### config.mk
export PLATFORM = sky130hd
export DESIGN_NAME = epu_top
export DESIGN_NICKNAME = d
export VERILOG_FILES = /design/src/epu_pkg.sv /design/src/msr_if.sv /design/src/msr_apb_decode.sv /design/src/exc_ctrl.sv /design/src/psr_regs.sv /design/src/irqc.sv /design/src/tsc.sv /design/src/epu_top.sv
export SDC_FILE = /design/constraint.sdc
export NUM_CORES = 1
export LEC_CHECK = 0
export BUFFER_PORTS_ARGS = -buffer_cell sky130_fd_sc_hd__buf_2
export CAP_MARGIN = 20
export CORE_MARGIN = 4
export CORE_UTILIZATION = 40
export CTS_CLUSTER_SIZE = 24
export DETAILED_ROUTE_END_ITERATION = 8
export GPL_ROUTABILITY_DRIVEN = 0
export MAX_ROUTING_LAYER = met4
export PLACE_DENSITY = 0.7
export SLEW_MARGIN = 5
export SYNTH_ARGS = -nofsm -noshare
export SYNTH_HDL_FRONTEND = slang
export SYNTH_SLANG_ARGS = --single-unit
### constraint.sdc
create_clock -name clk -period 11.4 [get_ports clk]
set_input_delay 2.85 -clock clk [delete_from_list [all_inputs] [get_ports clk]]
set_output_delay 2.85 -clock clk [all_outputs]
set_load 0.01 [all_outputs]
### src/epu_pkg.sv
package epu_pkg;

   // Bus and register widths
   localparam int DW = 32;
   localparam int PSR_W = 10;
   localparam int BANK_W = 4;
   localparam int OFF_W = 8;

   // Bank codes, address bits 11..8
   localparam logic [BANK_W-1:0] BANK_PS = 4'd0;
   localparam logic [BANK_W-1:0] BANK_IRQC = 4'd1;
   localparam logic [BANK_W-1:0] BANK_TSC = 4'd2;

   // One-hot offset bit positions, address bits 7..0
   localparam int OFF_PSR = 0;
   localparam int OFF_EPSR = 1;
   localparam int OFF_EPC = 2;
   localparam int OFF_ELSA = 3;
   localparam int OFF_IMR = 0;
   localparam int OFF_IRR = 1;
   localparam int OFF_TSR = 0;
   localparam int OFF_TCR = 1;

   // PSR fields
   localparam int PSR_RM = 4;
   localparam int PSR_IRE = 5;

   // TCR fields
   localparam int TCR_CNT_W = 28;
   localparam int TCR_EN = 28;
   localparam int TCR_IE = 29;

   typedef struct packed {
      logic          syscall;
      logic          eret;
      logic          insn;
      logic          align;
      logic          irq;
      logic [DW-1:0] pc;
      logic [DW-1:0] npc;
      logic [DW-1:0] lsa;
   } exc_commit_t;

   typedef struct packed {
      logic          enter;
      logic          save_epsr;
      logic          eret;
      logic [DW-1:0] epc_nxt;
      logic          elsa_we;
      logic [DW-1:0] elsa_nxt;
   } exc_upd_t;

endpackage

### src/msr_if.sv
interface msr_if;

   // One-hot register select inside the bank
   logic [epu_pkg::OFF_W-1:0] off;
   logic                      we;
   logic [epu_pkg::DW-1:0]    wdata;
   // Combinational on off
   logic [epu_pkg::DW-1:0]    rdata;

   modport master (
      output off,
      output we,
      output wdata,
      input  rdata
   );

   modport slave (
      input  off,
      input  we,
      input  wdata,
      output rdata
   );

endinterface

### src/msr_apb_decode.sv
module msr_apb_decode (
   input  logic                   clk,
   input  logic                   rst_n,
   input  logic                   psel,
   input  logic                   penable,
   input  logic                   pwrite,
   input  logic [epu_pkg::DW-1:0] paddr,
   input  logic [epu_pkg::DW-1:0] pwdata,
   output logic [epu_pkg::DW-1:0] prdata,
   output logic                   pready,
   output logic                   pslverr,
   msr_if.master                  ps_bus,
   msr_if.master                  irqc_bus,
   msr_if.master                  tsc_bus
);

   logic [epu_pkg::BANK_W-1:0] bank;
   logic [epu_pkg::OFF_W-1:0]  off;
   logic [epu_pkg::OFF_W-1:0]  def_off;
   logic                       bank_ps;
   logic                       bank_irqc;
   logic                       bank_tsc;
   logic                       access;
   logic                       err;
   logic                       ok;
   logic [epu_pkg::DW-1:0]     bank_rdata;

   assign bank = paddr[epu_pkg::OFF_W +: epu_pkg::BANK_W];
   assign off = paddr[epu_pkg::OFF_W-1:0];

   assign bank_ps = (bank == epu_pkg::BANK_PS);
   assign bank_irqc = (bank == epu_pkg::BANK_IRQC);
   assign bank_tsc = (bank == epu_pkg::BANK_TSC);

   // Offsets that exist in the selected bank
   always_comb begin
      def_off = '0;
      if (bank_ps) begin
         def_off[epu_pkg::OFF_PSR] = 1'b1;
         def_off[epu_pkg::OFF_EPSR] = 1'b1;
         def_off[epu_pkg::OFF_EPC] = 1'b1;
         def_off[epu_pkg::OFF_ELSA] = 1'b1;
      end
      if (bank_irqc) begin
         def_off[epu_pkg::OFF_IMR] = 1'b1;
         def_off[epu_pkg::OFF_IRR] = 1'b1;
      end
      if (bank_tsc) begin
         def_off[epu_pkg::OFF_TSR] = 1'b1;
         def_off[epu_pkg::OFF_TCR] = 1'b1;
      end
   end

   // Unknown bank, bad offset, or a write to the read-only IRR
   assign err = ~(bank_ps | bank_irqc | bank_tsc) |
                ~$onehot(off) |
                (|(off & ~def_off)) |
                (pwrite & bank_irqc & off[epu_pkg::OFF_IRR]);

   assign access = psel & penable;
   assign ok = access & ~err;

   assign ps_bus.off = off;
   assign ps_bus.wdata = pwdata;
   assign ps_bus.we = ok & pwrite & bank_ps;

   assign irqc_bus.off = off;
   assign irqc_bus.wdata = pwdata;
   assign irqc_bus.we = ok & pwrite & bank_irqc;

   assign tsc_bus.off = off;
   assign tsc_bus.wdata = pwdata;
   assign tsc_bus.we = ok & pwrite & bank_tsc;

   // Read mux
   assign bank_rdata = ({epu_pkg::DW{bank_ps}} & ps_bus.rdata) |
                       ({epu_pkg::DW{bank_irqc}} & irqc_bus.rdata) |
                       ({epu_pkg::DW{bank_tsc}} & tsc_bus.rdata);

   assign prdata = {epu_pkg::DW{ok}} & bank_rdata;
   assign pslverr = access & err;
   // Zero wait states
   assign pready = 1'b1;

endmodule

### src/exc_ctrl.sv
module exc_ctrl #(
   parameter logic [epu_pkg::DW-1:0] VEC_SYSCALL = '0,
   parameter logic [epu_pkg::DW-1:0] VEC_INSN = '0,
   parameter logic [epu_pkg::DW-1:0] VEC_ALIGN = '0,
   parameter logic [epu_pkg::DW-1:0] VEC_IRQ = '0
) (
   input  logic                   clk,
   input  logic                   rst_n,
   input  epu_pkg::exc_commit_t   commit,
   input  logic [epu_pkg::DW-1:0] epc,
   output epu_pkg::exc_upd_t      upd,
   output logic                   exc_flush,
   output logic [epu_pkg::DW-1:0] exc_flush_tgt
);

   logic enter;
   logic enter_r;

   // Every event except eret enters the handler
   assign enter = commit.syscall | commit.insn | commit.align | commit.irq;

   assign exc_flush = enter | commit.eret;

   assign exc_flush_tgt = ({epu_pkg::DW{commit.syscall}} & VEC_SYSCALL) |
                          ({epu_pkg::DW{commit.insn}} & VEC_INSN) |
                          ({epu_pkg::DW{commit.align}} & VEC_ALIGN) |
                          ({epu_pkg::DW{commit.irq}} & VEC_IRQ) |
                          ({epu_pkg::DW{commit.eret}} & epc);

   always_ff @(posedge clk or negedge rst_n) begin
      if (!rst_n) begin
         enter_r <= 1'b0;
      end else begin
         enter_r <= enter;
      end
   end

   always_comb begin
      upd.enter = enter;
      // Keep the PSR of the first entry when entries come back to back
      upd.save_epsr = enter & ~enter_r;
      upd.eret = commit.eret;
      // Syscall resumes after the trapping instruction
      upd.epc_nxt = commit.syscall ? commit.npc : commit.pc;
      upd.elsa_we = commit.insn | commit.align;
      upd.elsa_nxt = commit.insn ? commit.pc : commit.lsa;
   end

endmodule

### src/psr_regs.sv
module psr_regs #(
   parameter logic [epu_pkg::PSR_W-1:0] RST_PSR = '0
) (
   input  logic                   clk,
   input  logic                   rst_n,
   input  epu_pkg::exc_upd_t      upd,
   msr_if.slave                   ps_bus,
   output logic                   psr_ire,
   output logic [epu_pkg::DW-1:0] epc
);

   logic [epu_pkg::PSR_W-1:0] psr;
   logic [epu_pkg::PSR_W-1:0] epsr;
   logic [epu_pkg::PSR_W-1:0] psr_ent;
   logic [epu_pkg::DW-1:0]    elsa;
   logic                      wr_psr;
   logic                      wr_epsr;
   logic                      wr_epc;
   logic                      wr_elsa;

   assign wr_psr = ps_bus.we & ps_bus.off[epu_pkg::OFF_PSR];
   assign wr_epsr = ps_bus.we & ps_bus.off[epu_pkg::OFF_EPSR];
   assign wr_epc = ps_bus.we & ps_bus.off[epu_pkg::OFF_EPC];
   assign wr_elsa = ps_bus.we & ps_bus.off[epu_pkg::OFF_ELSA];

   // Handler runs privileged with interrupts off
   always_comb begin
      psr_ent = psr;
      psr_ent[epu_pkg::PSR_RM] = 1'b1;
      psr_ent[epu_pkg::PSR_IRE] = 1'b0;
   end

   // Exception updates take priority over bank writes
   always_ff @(posedge clk or negedge rst_n) begin
      if (!rst_n) begin
         psr <= RST_PSR;
         epsr <= '0;
         epc <= '0;
         elsa <= '0;
      end else begin
         if (upd.enter) begin
            psr <= psr_ent;
         end else if (upd.eret) begin
            psr <= epsr;
         end else if (wr_psr) begin
            psr <= ps_bus.wdata[epu_pkg::PSR_W-1:0];
         end

         if (upd.enter && upd.save_epsr) begin
            epsr <= psr;
         end else if (wr_epsr) begin
            epsr <= ps_bus.wdata[epu_pkg::PSR_W-1:0];
         end

         if (upd.enter) begin
            epc <= upd.epc_nxt;
         end else if (wr_epc) begin
            epc <= ps_bus.wdata;
         end

         if (upd.elsa_we) begin
            elsa <= upd.elsa_nxt;
         end else if (wr_elsa) begin
            elsa <= ps_bus.wdata;
         end
      end
   end

   assign ps_bus.rdata =
      ({epu_pkg::DW{ps_bus.off[epu_pkg::OFF_PSR]}} &
       {{(epu_pkg::DW-epu_pkg::PSR_W){1'b0}}, psr}) |
      ({epu_pkg::DW{ps_bus.off[epu_pkg::OFF_EPSR]}} &
       {{(epu_pkg::DW-epu_pkg::PSR_W){1'b0}}, epsr}) |
      ({epu_pkg::DW{ps_bus.off[epu_pkg::OFF_EPC]}} & epc) |
      ({epu_pkg::DW{ps_bus.off[epu_pkg::OFF_ELSA]}} & elsa);

   assign psr_ire = psr[epu_pkg::PSR_IRE];

endmodule

### src/irqc.sv
module irqc #(
   parameter int NUM_IRQ = 8
) (
   input  logic               clk,
   input  logic               rst_n,
   input  logic [NUM_IRQ-1:0] irqs,
   input  logic               tsc_irq,
   input  logic               psr_ire,
   msr_if.slave               irqc_bus,
   output logic               irq_async
);

   logic [epu_pkg::DW-1:0] imr;
   // Bit 0 is the timestamp counter, external lines above it
   logic [NUM_IRQ:0]       irr;
   logic [epu_pkg::DW-1:0] irr_rd;

   always_ff @(posedge clk or negedge rst_n) begin
      if (!rst_n) begin
         imr <= '0;
         irr <= '0;
      end else begin
         irr <= {irqs, tsc_irq};
         if (irqc_bus.we && irqc_bus.off[epu_pkg::OFF_IMR]) begin
            imr <= irqc_bus.wdata;
         end
      end
   end

   assign irr_rd = {{(epu_pkg::DW-NUM_IRQ-1){1'b0}}, irr};

   assign irqc_bus.rdata = ({epu_pkg::DW{irqc_bus.off[epu_pkg::OFF_IMR]}} & imr) |
                           ({epu_pkg::DW{irqc_bus.off[epu_pkg::OFF_IRR]}} & irr_rd);

   // Any unmasked pending request while interrupts are enabled
   assign irq_async = psr_ire & (|(irr & imr[NUM_IRQ:0]));

endmodule

### src/tsc.sv
module tsc (
   input  logic clk,
   input  logic rst_n,
   msr_if.slave tsc_bus,
   output logic tsc_irq
);

   logic [epu_pkg::DW-1:0] tsr;
   logic [epu_pkg::DW-1:0] tcr;
   logic                   wr_tsr;
   logic                   wr_tcr;

   assign wr_tsr = tsc_bus.we & tsc_bus.off[epu_pkg::OFF_TSR];
   assign wr_tcr = tsc_bus.we & tsc_bus.off[epu_pkg::OFF_TCR];

   always_ff @(posedge clk or negedge rst_n) begin
      if (!rst_n) begin
         tsr <= '0;
         tcr <= '0;
      end else begin
         // A write beats the increment
         if (wr_tsr) begin
            tsr <= tsc_bus.wdata;
         end else if (tcr[epu_pkg::TCR_EN]) begin
            tsr <= tsr + 1;
         end
         if (wr_tcr) begin
            tcr <= tsc_bus.wdata;
         end
      end
   end

   assign tsc_bus.rdata = ({epu_pkg::DW{tsc_bus.off[epu_pkg::OFF_TSR]}} & tsr) |
                          ({epu_pkg::DW{tsc_bus.off[epu_pkg::OFF_TCR]}} & tcr);

   // Compare on the low count bits only
   assign tsc_irq = tcr[epu_pkg::TCR_IE] &
                    (tsr[epu_pkg::TCR_CNT_W-1:0] == tcr[epu_pkg::TCR_CNT_W-1:0]);

endmodule

### src/epu_top.sv
module epu_top #(
   parameter int                        NUM_IRQ = 8,
   parameter logic [epu_pkg::DW-1:0]    VEC_SYSCALL = 32'h0000_0100,
   parameter logic [epu_pkg::DW-1:0]    VEC_INSN = 32'h0000_0200,
   parameter logic [epu_pkg::DW-1:0]    VEC_ALIGN = 32'h0000_0300,
   parameter logic [epu_pkg::DW-1:0]    VEC_IRQ = 32'h0000_0400,
   parameter logic [epu_pkg::PSR_W-1:0] RST_PSR = 10'h010
) (
   input  logic                   clk,
   input  logic                   rst_n,
   // APB slave
   input  logic                   psel,
   input  logic                   penable,
   input  logic                   pwrite,
   input  logic [epu_pkg::DW-1:0] paddr,
   input  logic [epu_pkg::DW-1:0] pwdata,
   output logic [epu_pkg::DW-1:0] prdata,
   output logic                   pready,
   output logic                   pslverr,
   // Commit events, at most one per cycle
   input  logic                   commit_syscall,
   input  logic                   commit_eret,
   input  logic                   commit_insn,
   input  logic                   commit_align,
   input  logic                   commit_irq,
   input  logic [epu_pkg::DW-1:0] commit_pc,
   input  logic [epu_pkg::DW-1:0] commit_npc,
   input  logic [epu_pkg::DW-1:0] commit_lsa,
   // Interrupts
   input  logic [NUM_IRQ-1:0]     irqs,
   output logic                   irq_async,
   // Pipeline flush
   output logic                   exc_flush,
   output logic [epu_pkg::DW-1:0] exc_flush_tgt
);

   epu_pkg::exc_commit_t   commit;
   epu_pkg::exc_upd_t      upd;
   logic [epu_pkg::DW-1:0] epc;
   logic                   psr_ire;
   logic                   tsc_irq;

   msr_if ps_bus ();
   msr_if irqc_bus ();
   msr_if tsc_bus ();

   assign commit = '{
      syscall: commit_syscall,
      eret:    commit_eret,
      insn:    commit_insn,
      align:   commit_align,
      irq:     commit_irq,
      pc:      commit_pc,
      npc:     commit_npc,
      lsa:     commit_lsa
   };

   msr_apb_decode u_decode (
      .clk      (clk),
      .rst_n    (rst_n),
      .psel     (psel),
      .penable  (penable),
      .pwrite   (pwrite),
      .paddr    (paddr),
      .pwdata   (pwdata),
      .prdata   (prdata),
      .pready   (pready),
      .pslverr  (pslverr),
      .ps_bus   (ps_bus.master),
      .irqc_bus (irqc_bus.master),
      .tsc_bus  (tsc_bus.master)
   );

   exc_ctrl #(
      .VEC_SYSCALL (VEC_SYSCALL),
      .VEC_INSN    (VEC_INSN),
      .VEC_ALIGN   (VEC_ALIGN),
      .VEC_IRQ     (VEC_IRQ)
   ) u_exc_ctrl (
      .clk           (clk),
      .rst_n         (rst_n),
      .commit        (commit),
      .epc           (epc),
      .upd           (upd),
      .exc_flush     (exc_flush),
      .exc_flush_tgt (exc_flush_tgt)
   );

   psr_regs #(
      .RST_PSR (RST_PSR)
   ) u_psr_regs (
      .clk     (clk),
      .rst_n   (rst_n),
      .upd     (upd),
      .ps_bus  (ps_bus.slave),
      .psr_ire (psr_ire),
      .epc     (epc)
   );

   irqc #(
      .NUM_IRQ (NUM_IRQ)
   ) u_irqc (
      .clk       (clk),
      .rst_n     (rst_n),
      .irqs      (irqs),
      .tsc_irq   (tsc_irq),
      .psr_ire   (psr_ire),
      .irqc_bus  (irqc_bus.slave),
      .irq_async (irq_async)
   );

   tsc u_tsc (
      .clk     (clk),
      .rst_n   (rst_n),
      .tsc_bus (tsc_bus.slave),
      .tsc_irq (tsc_irq)
   );

endmodule

==> results of run 1 <==
==> cell type report <==
type	count	area, sq um	share of cell area
Timing Repair Buffer	241	1260	0.0954
Inverter	19	71.3	0.00541
Clock buffer	17	425	0.0323
Antenna cell	2	5.00	0.000380
Tap cell	378	473	0.0359
Sequential cell	190	4760	0.361
Multi-Input combinational cell	852	6050	0.459
Clock inverter	15	144	0.0109
==> sequential cells by signal, indices dropped and copies added (netlist names) <==
| register | cells |
|---|---|
| u_irqc.irr | 9 |
| u_tsc.tcr | 32 |
| u_psr_regs.epsr | 10 |
| u_psr_regs.psr | 10 |
| u_psr_regs.epc | 32 |
| u_irqc.imr | 32 |
| u_psr_regs.elsa | 32 |
| u_tsc.tsr | 32 |
| u_exc_ctrl.enter_r | 1 |
==> metrics by stage <==
step / power (uW) / cells
final: 1530 / 1714
after floorplan: 853 / 1161
after global placement: 950 / 1679
after global routing: 1600 / 1713
after CTS: 1540 / 1711
after detailed placement: 956 / 1679
==> final timing paths <==
path	from	endpoint	slack (ns)	cells past startpoint
max	paddr[2]	prdata[14]	1.32	14
min	u_irqc.imr[14]	u_irqc.imr[14]	0.49	1
max reg2reg	u_tsc.tsr[0]	u_tsc.tsr[16]	8.92	6
min reg2reg	u_irqc.imr[14]	u_irqc.imr[14]	0.49	1
max in group asynchronous	rst_n	u_psr_regs.elsa[10]	7.36	2
min in group asynchronous	rst_n	u_psr_regs.epc[27]	2.51	1
==> where the power goes <==
part	internal (uW)	switching [uW]	leakage, uW	total, uW
sequential	702	21.1	0.00233	723
clock	292	296	0.000283	588
combinational	90.4	130	0.00355	221
total	1080	448	0.00616	1530
==> layout by cell type, fill, tap and decap left out, drive strengths merged, types with 2 or more instances in the layout <==
cell and count:
buf 240, dfrtp 189, a21oi 102, mux2 97, mux2i 77, nand2 75, nor2 68, a22oi 61
o21ai 53, xor2 40, o22ai 35, and2 32, nor2b 32, a211oi 32, inv 28, nand4 20
xnor2 19, clkbuf 18, a22o 14, nand3 12, a221oi 11, nor4 11, ha 9, nor3 8
nand2b 8, or3 8, clkinv 6, and3 4, fa 4, a211o 3, diode 2, nand4b 2
nor4b 2, or4 2, or4b 2
==> cell usage after synthesis, types with 12 or more instances <==
library cell	count
xor2_1	40
nand3_1	12
a211oi_1	32
o21ai_0	48
and2_1	32
clkbuf_1	82
mux2_2	88
nor2b_1	32
xnor2_1	19
mux2i_1	77
a21oi_1	102
dfrtp_1	189
nor2_1	68
nand4_1	20
a22o_1	14
nand2_1	75
o22ai_1	35
a22oi_1	61
inv_1	19
==> logic make-up (layout without fill, tap and decap cells) <==
kind of cell,Yosys count,in the layout
compound gates,316,316
simple gates,289,289
flops,190,190
mux,174,174
buf+inv,119,292
xor+xnor,59,59
fa+ha+maj,13,13
other cells,1,3
==> layer usage <==
metal	up-vias	wire length, um
li1	4532	-
met1	4813	16300
met2	401	16400
met3	45	2340
met4	0	663
met5	-	0
==> results.json, run 1 <==
{
  "globalRouteTotalUtil": 0.236,
  "finalClockSkew_ns": 0.0121,
  "grt_util_met1": 0.333,
  "final_design_area_no_fill_sq_um": 13200,
  "ys.flop_type": "dfrtp_1",
  "port_buffers": 224,
  "detail-route-antenna-nets": 0,
  "finalCritPeriodShare": 0.884,
  "total_of_hold_buffers_inserted_after_clock_tree_synthesis": 0,
  "cts_setup_buffers": 0,
  "synth.distinct_cells": 52,
  "async_reset_ff_frac": 1.00,
  "hold_ws_ns": 0.493,
  "rsz0062_at_grt": "false",
  "grt_pass1_vias": 9869,
  "route.detailed.vias_per_inst": 5.71,
  "synth_seq_cells": 190,
  "synth-seq-area-share": 0.422,
  "max_slew_headroom": 0.254,
  "global_route.usage.met3": 0.0351,
  "yosysTopAreaCell": "dfrtp_1",
  "yosysTopAreaCellShare": 0.419,
  "floorplan.initialDensity": 0.406,
  "largest_net_degree_at_the_start_of_global_routing": 122,
  "synth_edf_count": 0,
  "setup_slack_ns": 1.32,
  "busiest_layer": "met2",
  "path_buf_inv": 5,
  "setup.worst_path.end_class": "primary output",
  "clock-root-buffer": "clkbuf_16",
  "worst_setup_path_start_kind": "input pin",
  "clkLatencyLatePin_ns": 0.44,
  "drt_iter0_markers": 806,
  "power_per_cell_area_nw_per_um2": 116,
  "cts.htree.levels": 4,
  "cts_num_sinks": 190,
  "timing.max_cap.violations": 0,
  "totalWireLength_um": 35700,
  "hold_class": "flop to flop",
  "postPlaceCellArea_sq_um": 12600,
  "synth-xor-area-share": 0.0458,
  "grt_remaining_overflow": 0,
  "final_hold_violations": 0,
  "grt_antenna_before_repair": 1,
  "critPathMaxFanout": 36,
  "drive_gt1_frac": 0.278,
  "post_synth_inst_count": 1161,
  "timing.final.setup_violations": 0,
  "cts-root-to-sink-buffers": 2,
  "synth_area_leaders": "dfrtp_1, mux2_2, mux2i_1",
  "crit_path_cell_trace": "buf_2 > ha_1 > inv_1 > fa_1 > fa_1 > inv_1 > ha_1 > fa_1 > or4b_1 > nor3_1 > nand2_1 > buf_4 > nor2_1 > buf_2",
  "std_cell_rows": 61,
  "wire_per_inst_um": 20.8,
  "syn-num-nets": 1352,
  "yosys_warnings": 0,
  "critPathKind": "input pin to primary output",
  "utilization": 0.474,
  "remaining_drc_errors": 0,
  "syn-mean-instance-area_sq_um": 9.71,
  "final_period_minus_worst_setup_slack_ns": 10.08,
  "fp.dieW_um": 176,
  "post_cts.resized_instances": 0,
  "clock_tree_from_tritoncts": "yes",
  "compound_cell_area_share_of_the_yosys_netlist": 0.175,
  "cts_inserted_buffers": 17,
  "crit_arrival_ns": 7.23,
  "yosys.area_share.simple": 0.131,
  "first_pass_grt_wire_length_um": 56000,
  "vias": 9791,
  "fin_setup_tns_ns": 0,
  "clkTransAtPathRegs_ns": 0.07,
  "syn2layout_area_growth_pct": 16.9,
  "cell_with_the_largest_stage_delay_on_the_worst_path": "buf_2",
  "drv_slew": 0,
  "synth.mux.area_fraction": 0.166,
  "grt_use_met2": 0.359,
  "power.ir.vdd_worst_mv": 0.0807,
  "required_ns": 8.55,
  "dp_slack_ns": 1.34,
  "cp_slowest_stage_delay_ns": 0.69,
  "synth.cell_area_sq_um": 11300,
  "design.die.area_sq_um": 30900,
  "max_freq_mhz": 99.2,
  "die_height_um": 176,
  "path_common_cell": "fa_1",
  "synth_fa_ha_area_frac": 0.0171,
  "drtPass1Iterations": 5,
  "number_of_i_o_pins": 246,
  "dp_hpwl_um": 24500,
  "fill_cells": 2743,
  "floorplan.core_area_sq_um": 27800,
  "total_leakage_power_uw": 0.00616,
  "fin_nets": 1512,
  "status": "complete, no violations",
  "crit_family": "adder cells",
  "worst_pin_slew_ns": 1.12,
  "dominant_combinational_cell_family_by_area_after_synthesis": "compound AO/OA/AOI/OAI gates"
}
Power figures use the tool's default switching activity.
==> inputs of run 2 (changes only) <==
==> constraint.sdc (replaced) <==
create_clock -name clk -period 11.4 [get_ports clk]
set_input_delay 2.85 -clock clk [delete_from_list [all_inputs] [get_ports clk]]
set_output_delay 2.85 -clock clk [all_outputs]
set_load 0.005 [all_outputs]
==> run 2 against run 1 <==
  * Via count shrank 0.42%
  * First-iteration DRC count grew 24%
  * Combinational power shrank 2%
  * Clock power shrank 0.9%
  * Maximum frequency shrank 0.19%
  * Worst hold slack lost 0.0023 ns
  * Critical path type unchanged
  * Worst setup slack lost 0.019 ns
  * Design area is essentially flat
  * Sequential power is essentially flat
==> results.json, run 2 (synthesis gave the netlist of run 1 again) <==
{
  "status": "complete, no violations",
  "worst_pin_slew_ns": 1.07,
  "vias": 9750,
  "clkLatencyLatePin_ns": 0.43,
  "floorplan.initialDensity": 0.406,
  "max_freq_mhz": 99.1,
  "setup.worst_path.end_class": "primary output",
  "drv_slew": 0,
  "power_per_cell_area_nw_per_um2": 116,
  "number_of_i_o_pins": 246,
  "floorplan.core_area_sq_um": 27800,
  "max_slew_headroom": 0.279,
  "required_ns": 8.55,
  "final_period_minus_worst_setup_slack_ns": 10.09,
  "cts_setup_buffers": 0,
  "post_cts.resized_instances": 0,
  "critPathMaxFanout": 36,
  "fin_setup_tns_ns": 0,
  "final_hold_violations": 0,
  "wire_per_inst_um": 21.0,
  "grt_remaining_overflow": 0,
  "detail-route-antenna-nets": 0,
  "mostFrequentLayoutCells": "buf_2, dfrtp_1, a21oi_1, mux2_2, mux2i_1",
  "timing.reg2reg.setup_slack_ns": 8.83,
  "grt_antenna_before_repair": 1,
  "route.detailed.vias_per_inst": 5.69,
  "drive_gt1_frac": 0.278,
  "largest_net_degree_at_the_start_of_global_routing": 122,
  "remaining_drc_errors": 0,
  "rsz0062_at_grt": "false",
  "cts_inserted_buffers": 17,
  "globalRouteTotalUtil": 0.236,
  "grt_pass1_vias": 9797,
  "hold_class": "flop to flop",
  "power.ir.vdd_worst_mv": 0.0712,
  "mostFrequentLayoutCell": "buf_2",
  "totalWireLength_um": 35900,
  "dp_hpwl_um": 24400,
  "total_leakage_power_uw": 0.00616,
  "port_buffers": 224,
  "drt_iter0_markers": 999,
  "fp.dieW_um": 176,
  "drtPass1Iterations": 7,
  "timing.max_cap.violations": 0,
  "clock-root-buffer": "clkbuf_16",
  "timing.final.setup_violations": 0,
  "std_cell_rows": 61,
  "fin_nets": 1512,
  "design.die.area_sq_um": 30900,
  "critPathKind": "input pin to primary output",
  "cts_num_sinks": 190,
  "syn2layout_area_growth_pct": 16.8,
  "clock_tree_from_tritoncts": "yes",
  "postPlaceCellArea_sq_um": 12600,
  "cts-root-to-sink-buffers": 2,
  "crit_arrival_ns": 7.24,
  "worst_setup_path_start_kind": "input pin",
  "first_pass_grt_wire_length_um": 56000,
  "cts.htree.levels": 4,
  "die_height_um": 176,
  "finalCritPeriodShare": 0.886,
  "final_design_area_no_fill_sq_um": 13200,
  "total_of_hold_buffers_inserted_after_clock_tree_synthesis": 0,
  "finalClockSkew_ns": 0.00840,
  "clkTransAtPathRegs_ns": 0.07
}
-- run 2: cell count changes in the layout (fill, tap and decap cells not counted), sizes merged --
cell      change
clkinv        +2
clkinvlp      +2
inv           -7
clkbuf        +2
bufinv        +1
diode         -1
-- run 2: area by class of cell --
type,instances,area (sq um)
well taps,378,473
clock buffers,19,453
fillers,2699,14600
repair buffers,241,1260
diodes,1,2.50
flip-flops and latches,190,4760
clock inverters,13,114
inverters,19,71.3
multi-input cells,852,6050
-- run 2: critical path: stages --
cell and delay, ns:
buf_2 0.69, ha_1 0.25, inv_1 0.05, fa_1 0.40, fa_1 0.53, inv_1 0.05, ha_1 0.20, fa_1 0.44
or4b_1 0.58, nor3_1 0.23, nand2_1 0.27, buf_4 0.36, a21oi_1 0.19, buf_2 0.14
-- run 2: routing by layer --
layer / vias up / share of wire / GRT usage
met5: - / 0 / -
met3: 44 / 0.054 / 0.0293
li1: 4525 / - / -
met4: 0 / 0.019 / 0.0647
met2: 370 / 0.46 / 0.359
met1: 4811 / 0.46 / 0.335
-- run 2: worst paths after layout --
check / start / to / cells past startpoint
worst max-delay path: paddr[2] / prdata[5] / 14
worst min-delay path: u_irqc.imr[16] / u_irqc.imr[16] / 1
worst max register to register: u_tsc.tsr[0] / u_tsc.tsr[24] / 6
worst min register to register: u_irqc.imr[16] / u_irqc.imr[16] / 1
max in group asynchronous: rst_n / u_psr_regs.epc[18] / 2
min in group asynchronous: rst_n / u_psr_regs.epc[27] / 1
-- run 2: stage by stage --
stage | cells | total power, uW | hold slack, ns | util | setup WS (ns)
5_1_grt | 1713 | 1590 | 0.507 | 0.474 | 1.09
2_1_floorplan | 1161 | 850 | 0.458 | - | 2.53
3_3_place_gp | 1679 | 947 | 0.467 | 0.453 | 1.46
3_5_place_dp | 1679 | 952 | 0.478 | 0.453 | 1.32
6_report | 1713 | 1520 | 0.491 | 0.474 | 1.31
4_1_cts | 1711 | 1530 | 0.494 | 0.474 | 1.28
-- run 2: where the power goes --
part,total (uW),internal [uW],switching [uW]
Clock,583,314,270
Combinational,217,90.4,127
Sequential,723,702,20.8
==> inputs of run 3 (changes only) <==
--- a/config.mk
+++ b/config.mk
@@ -13,8 +13,9 @@
 export DETAILED_ROUTE_END_ITERATION = 8
 export GPL_ROUTABILITY_DRIVEN = 0
 export MAX_ROUTING_LAYER = met4
-export PLACE_DENSITY = 0.7
+export PLACE_DENSITY = 0.69
 export SLEW_MARGIN = 5
 export SYNTH_ARGS = -nofsm -noshare
 export SYNTH_HDL_FRONTEND = slang
+export SYNTH_HIERARCHICAL = 1
 export SYNTH_SLANG_ARGS = --single-unit
==> run 3 against run 2 <==
  * Via count up 2.9%
  * Clock skew up 0.0036 ns
  * Critical path depth up 1
  * Global-route usage down 3.0 points
  * Combinational power up 29%
  * Sequential share of layout area down 3.1 points
  * Non-clock buffer count down 1
  * Sequential power up 2%
  * Sequential cell count unchanged
  * Design area up 9.2%
  * Synthesized cell count up 12%
  * Maximum frequency about the same
  * Critical path type unchanged
==> results.json, run 3 <==
{
  "status": "complete, no violations",
  "cell_with_the_largest_stage_delay_on_the_worst_path": "buf_2",
  "cts_setup_buffers": 0,
  "rsz0062_at_grt": "false",
  "worstReg2RegStart": "u_tsc/tsr[0]",
  "clock_tree_from_tritoncts": "yes",
  "path_common_cell": "fa_1",
  "floorplan.core_area_sq_um": 32800,
  "grt_pass1_vias": 9924,
  "fp.dieW_um": 191,
  "syn-mean-instance-area_sq_um": 10.3,
  "detail-route-antenna-nets": 0,
  "cp-startpoint": "paddr[3]",
  "clkLatencyLatePin_ns": 0.44,
  "timing.max_cap.violations": 0,
  "grt_remaining_overflow": 0,
  "setup_slack_ns": 1.30,
  "post_cts.resized_instances": 0,
  "min-delay-start": "u_irqc/imr[29]",
  "critPathKind": "input pin to primary output",
  "finalClockSkew_ns": 0.0120,
  "syn-num-nets": 1490,
  "dp_hpwl_um": 26500,
  "drive_gt1_frac": 0.358,
  "crit_family": "adder cells",
  "path_buf_inv": 6,
  "cp_slowest_stage_delay_ns": 0.60,
  "timing.final.setup_violations": 0,
  "internal_power_uw": 1170,
  "drt_iter0_markers": 834,
  "post_synth_inst_count": 1304,
  "grt_antenna_before_repair": 2,
  "syn2layout_area_growth_pct": 7.19,
  "synth.cell_area_sq_um": 13400,
  "design.die.area_sq_um": 36600,
  "floorplan.initialDensity": 0.410,
  "mostFrequentLayoutCells": "buf_2, dfrtp_1, nand2_1, o21ai_0, mux2_4",
  "final_period_minus_worst_setup_slack_ns": 10.10,
  "crit_path_cell_trace": "buf_2 > inv_1 > fa_1 > fa_1 > fa_1 > inv_1 > ha_1 > inv_1 > fa_1 > or4b_4 > a21oi_4 > nand4_4 > buf_4 > nor3_2 > buf_2",
  "max_freq_mhz": 99.0,
  "number_of_i_o_pins": 246,
  "wire_per_inst_um": 20.8,
  "total_leakage_power_uw": 0.00721,
  "power_frac_comb": 0.173,
  "clkTransAtPathRegs_ns": 0.06,
  "fin_nets": 1536,
  "die_height_um": 191,
  "finalCritPeriodShare": 0.886,
  "cts_inserted_buffers": 17,
  "max_slew_headroom": 0.263,
  "port_buffers": 224,
  "drtPass1Iterations": 6,
  "clock_share_of_power": 0.370,
  "fin_setup_tns_ns": 0,
  "largest_net_degree_at_the_start_of_global_routing": 87,
  "power_per_cell_area_nw_per_um2": 113,
  "power.ir.vdd_worst_mv": 0.0742,
  "vias": 10000,
  "setup.worst_path.end_class": "primary output",
  "total_of_hold_buffers_inserted_after_clock_tree_synthesis": 0,
  "mostFrequentLayoutCell": "buf_2",
  "required_ns": 8.55,
  "yosys_warnings": 6,
  "critPathMaxFanout": 35,
  "final_hold_violations": 0,
  "totalWireLength_um": 37700,
  "drv_slew": 0,
  "first_pass_grt_wire_length_um": 57100,
  "cts-root-to-sink-buffers": 2,
  "fill_cells": 3148,
  "power.switching_fraction": 0.277,
  "worst_setup_path_start_kind": "input pin",
  "std_cell_rows": 66,
  "hold_class": "flop to flop",
  "clock-root-buffer": "clkbuf_16",
  "switchingPower_uw": 449,
  "dp_slack_ns": 1.32,
  "sequentialPowerShare": 0.457,
  "remaining_drc_errors": 0,
  "cts_num_sinks": 190,
  "cts.htree.levels": 4,
  "globalRouteTotalUtil": 0.206,
  "crit_arrival_ns": 7.25,
  "worst_pin_slew_ns": 1.10,
  "route.detailed.vias_per_inst": 5.55
}
[run 3: per-stage QoR]
step | hold slack (ns) | area, sq um | util | std cells | power [uW]
final | 0.501 | 14400 | 0.439 | 1807 | 1620
after floorplan | 0.467 | 13400 | - | 1304 | 946
after global routing | 0.512 | 14400 | 0.439 | 1807 | 1690
after global placement | 0.479 | 13800 | 0.420 | 1772 | 1020
after CTS | 0.503 | 14400 | 0.438 | 1804 | 1630
after detailed placement | 0.486 | 13800 | 0.420 | 1772 | 1030
[run 3: cell type report]
type                            instances  area (sq um)  area share
Inverter                               21          78.8     0.00548
Clock inverter                         10           104     0.00722
Tap cell                              442           553      0.0384
Clock buffer                           22           494      0.0343
Timing Repair Buffer                  240          1260      0.0876
Sequential cell                       190          4760       0.330
Antenna cell                            2          5.00    0.000348
Multi-Input combinational cell        880          7140       0.496
[run 3: metal layers]
metal	global-route usage	share of wire
met5	-	0
met4	0.0599	0.024
met3	0.0305	0.056
met2	0.312	0.46
met1	0.287	0.46
[run 3: power by group through the flow]
stage	logic (uW)	registers, uW	clock network, uW
final	280	740	600
after global routing	308	745	642
after CTS	280	739	614
after detailed placement	278	752	0
after global placement	272	750	0
after floorplan	201	744	0
[run 3: final timing paths]
kind	end	slack, ns	cells past startpoint
max	prdata[25]	1.30	15
min	u_irqc/imr[29]	0.50	1
max reg2reg	u_tsc/tsr[22]	9.03	5
min reg2reg	u_irqc/imr[29]	0.50	1
max in group asynchronous	u_tsc/tcr[18]	7.65	2
min in group asynchronous	u_psr_regs/epc[7]	2.48	1
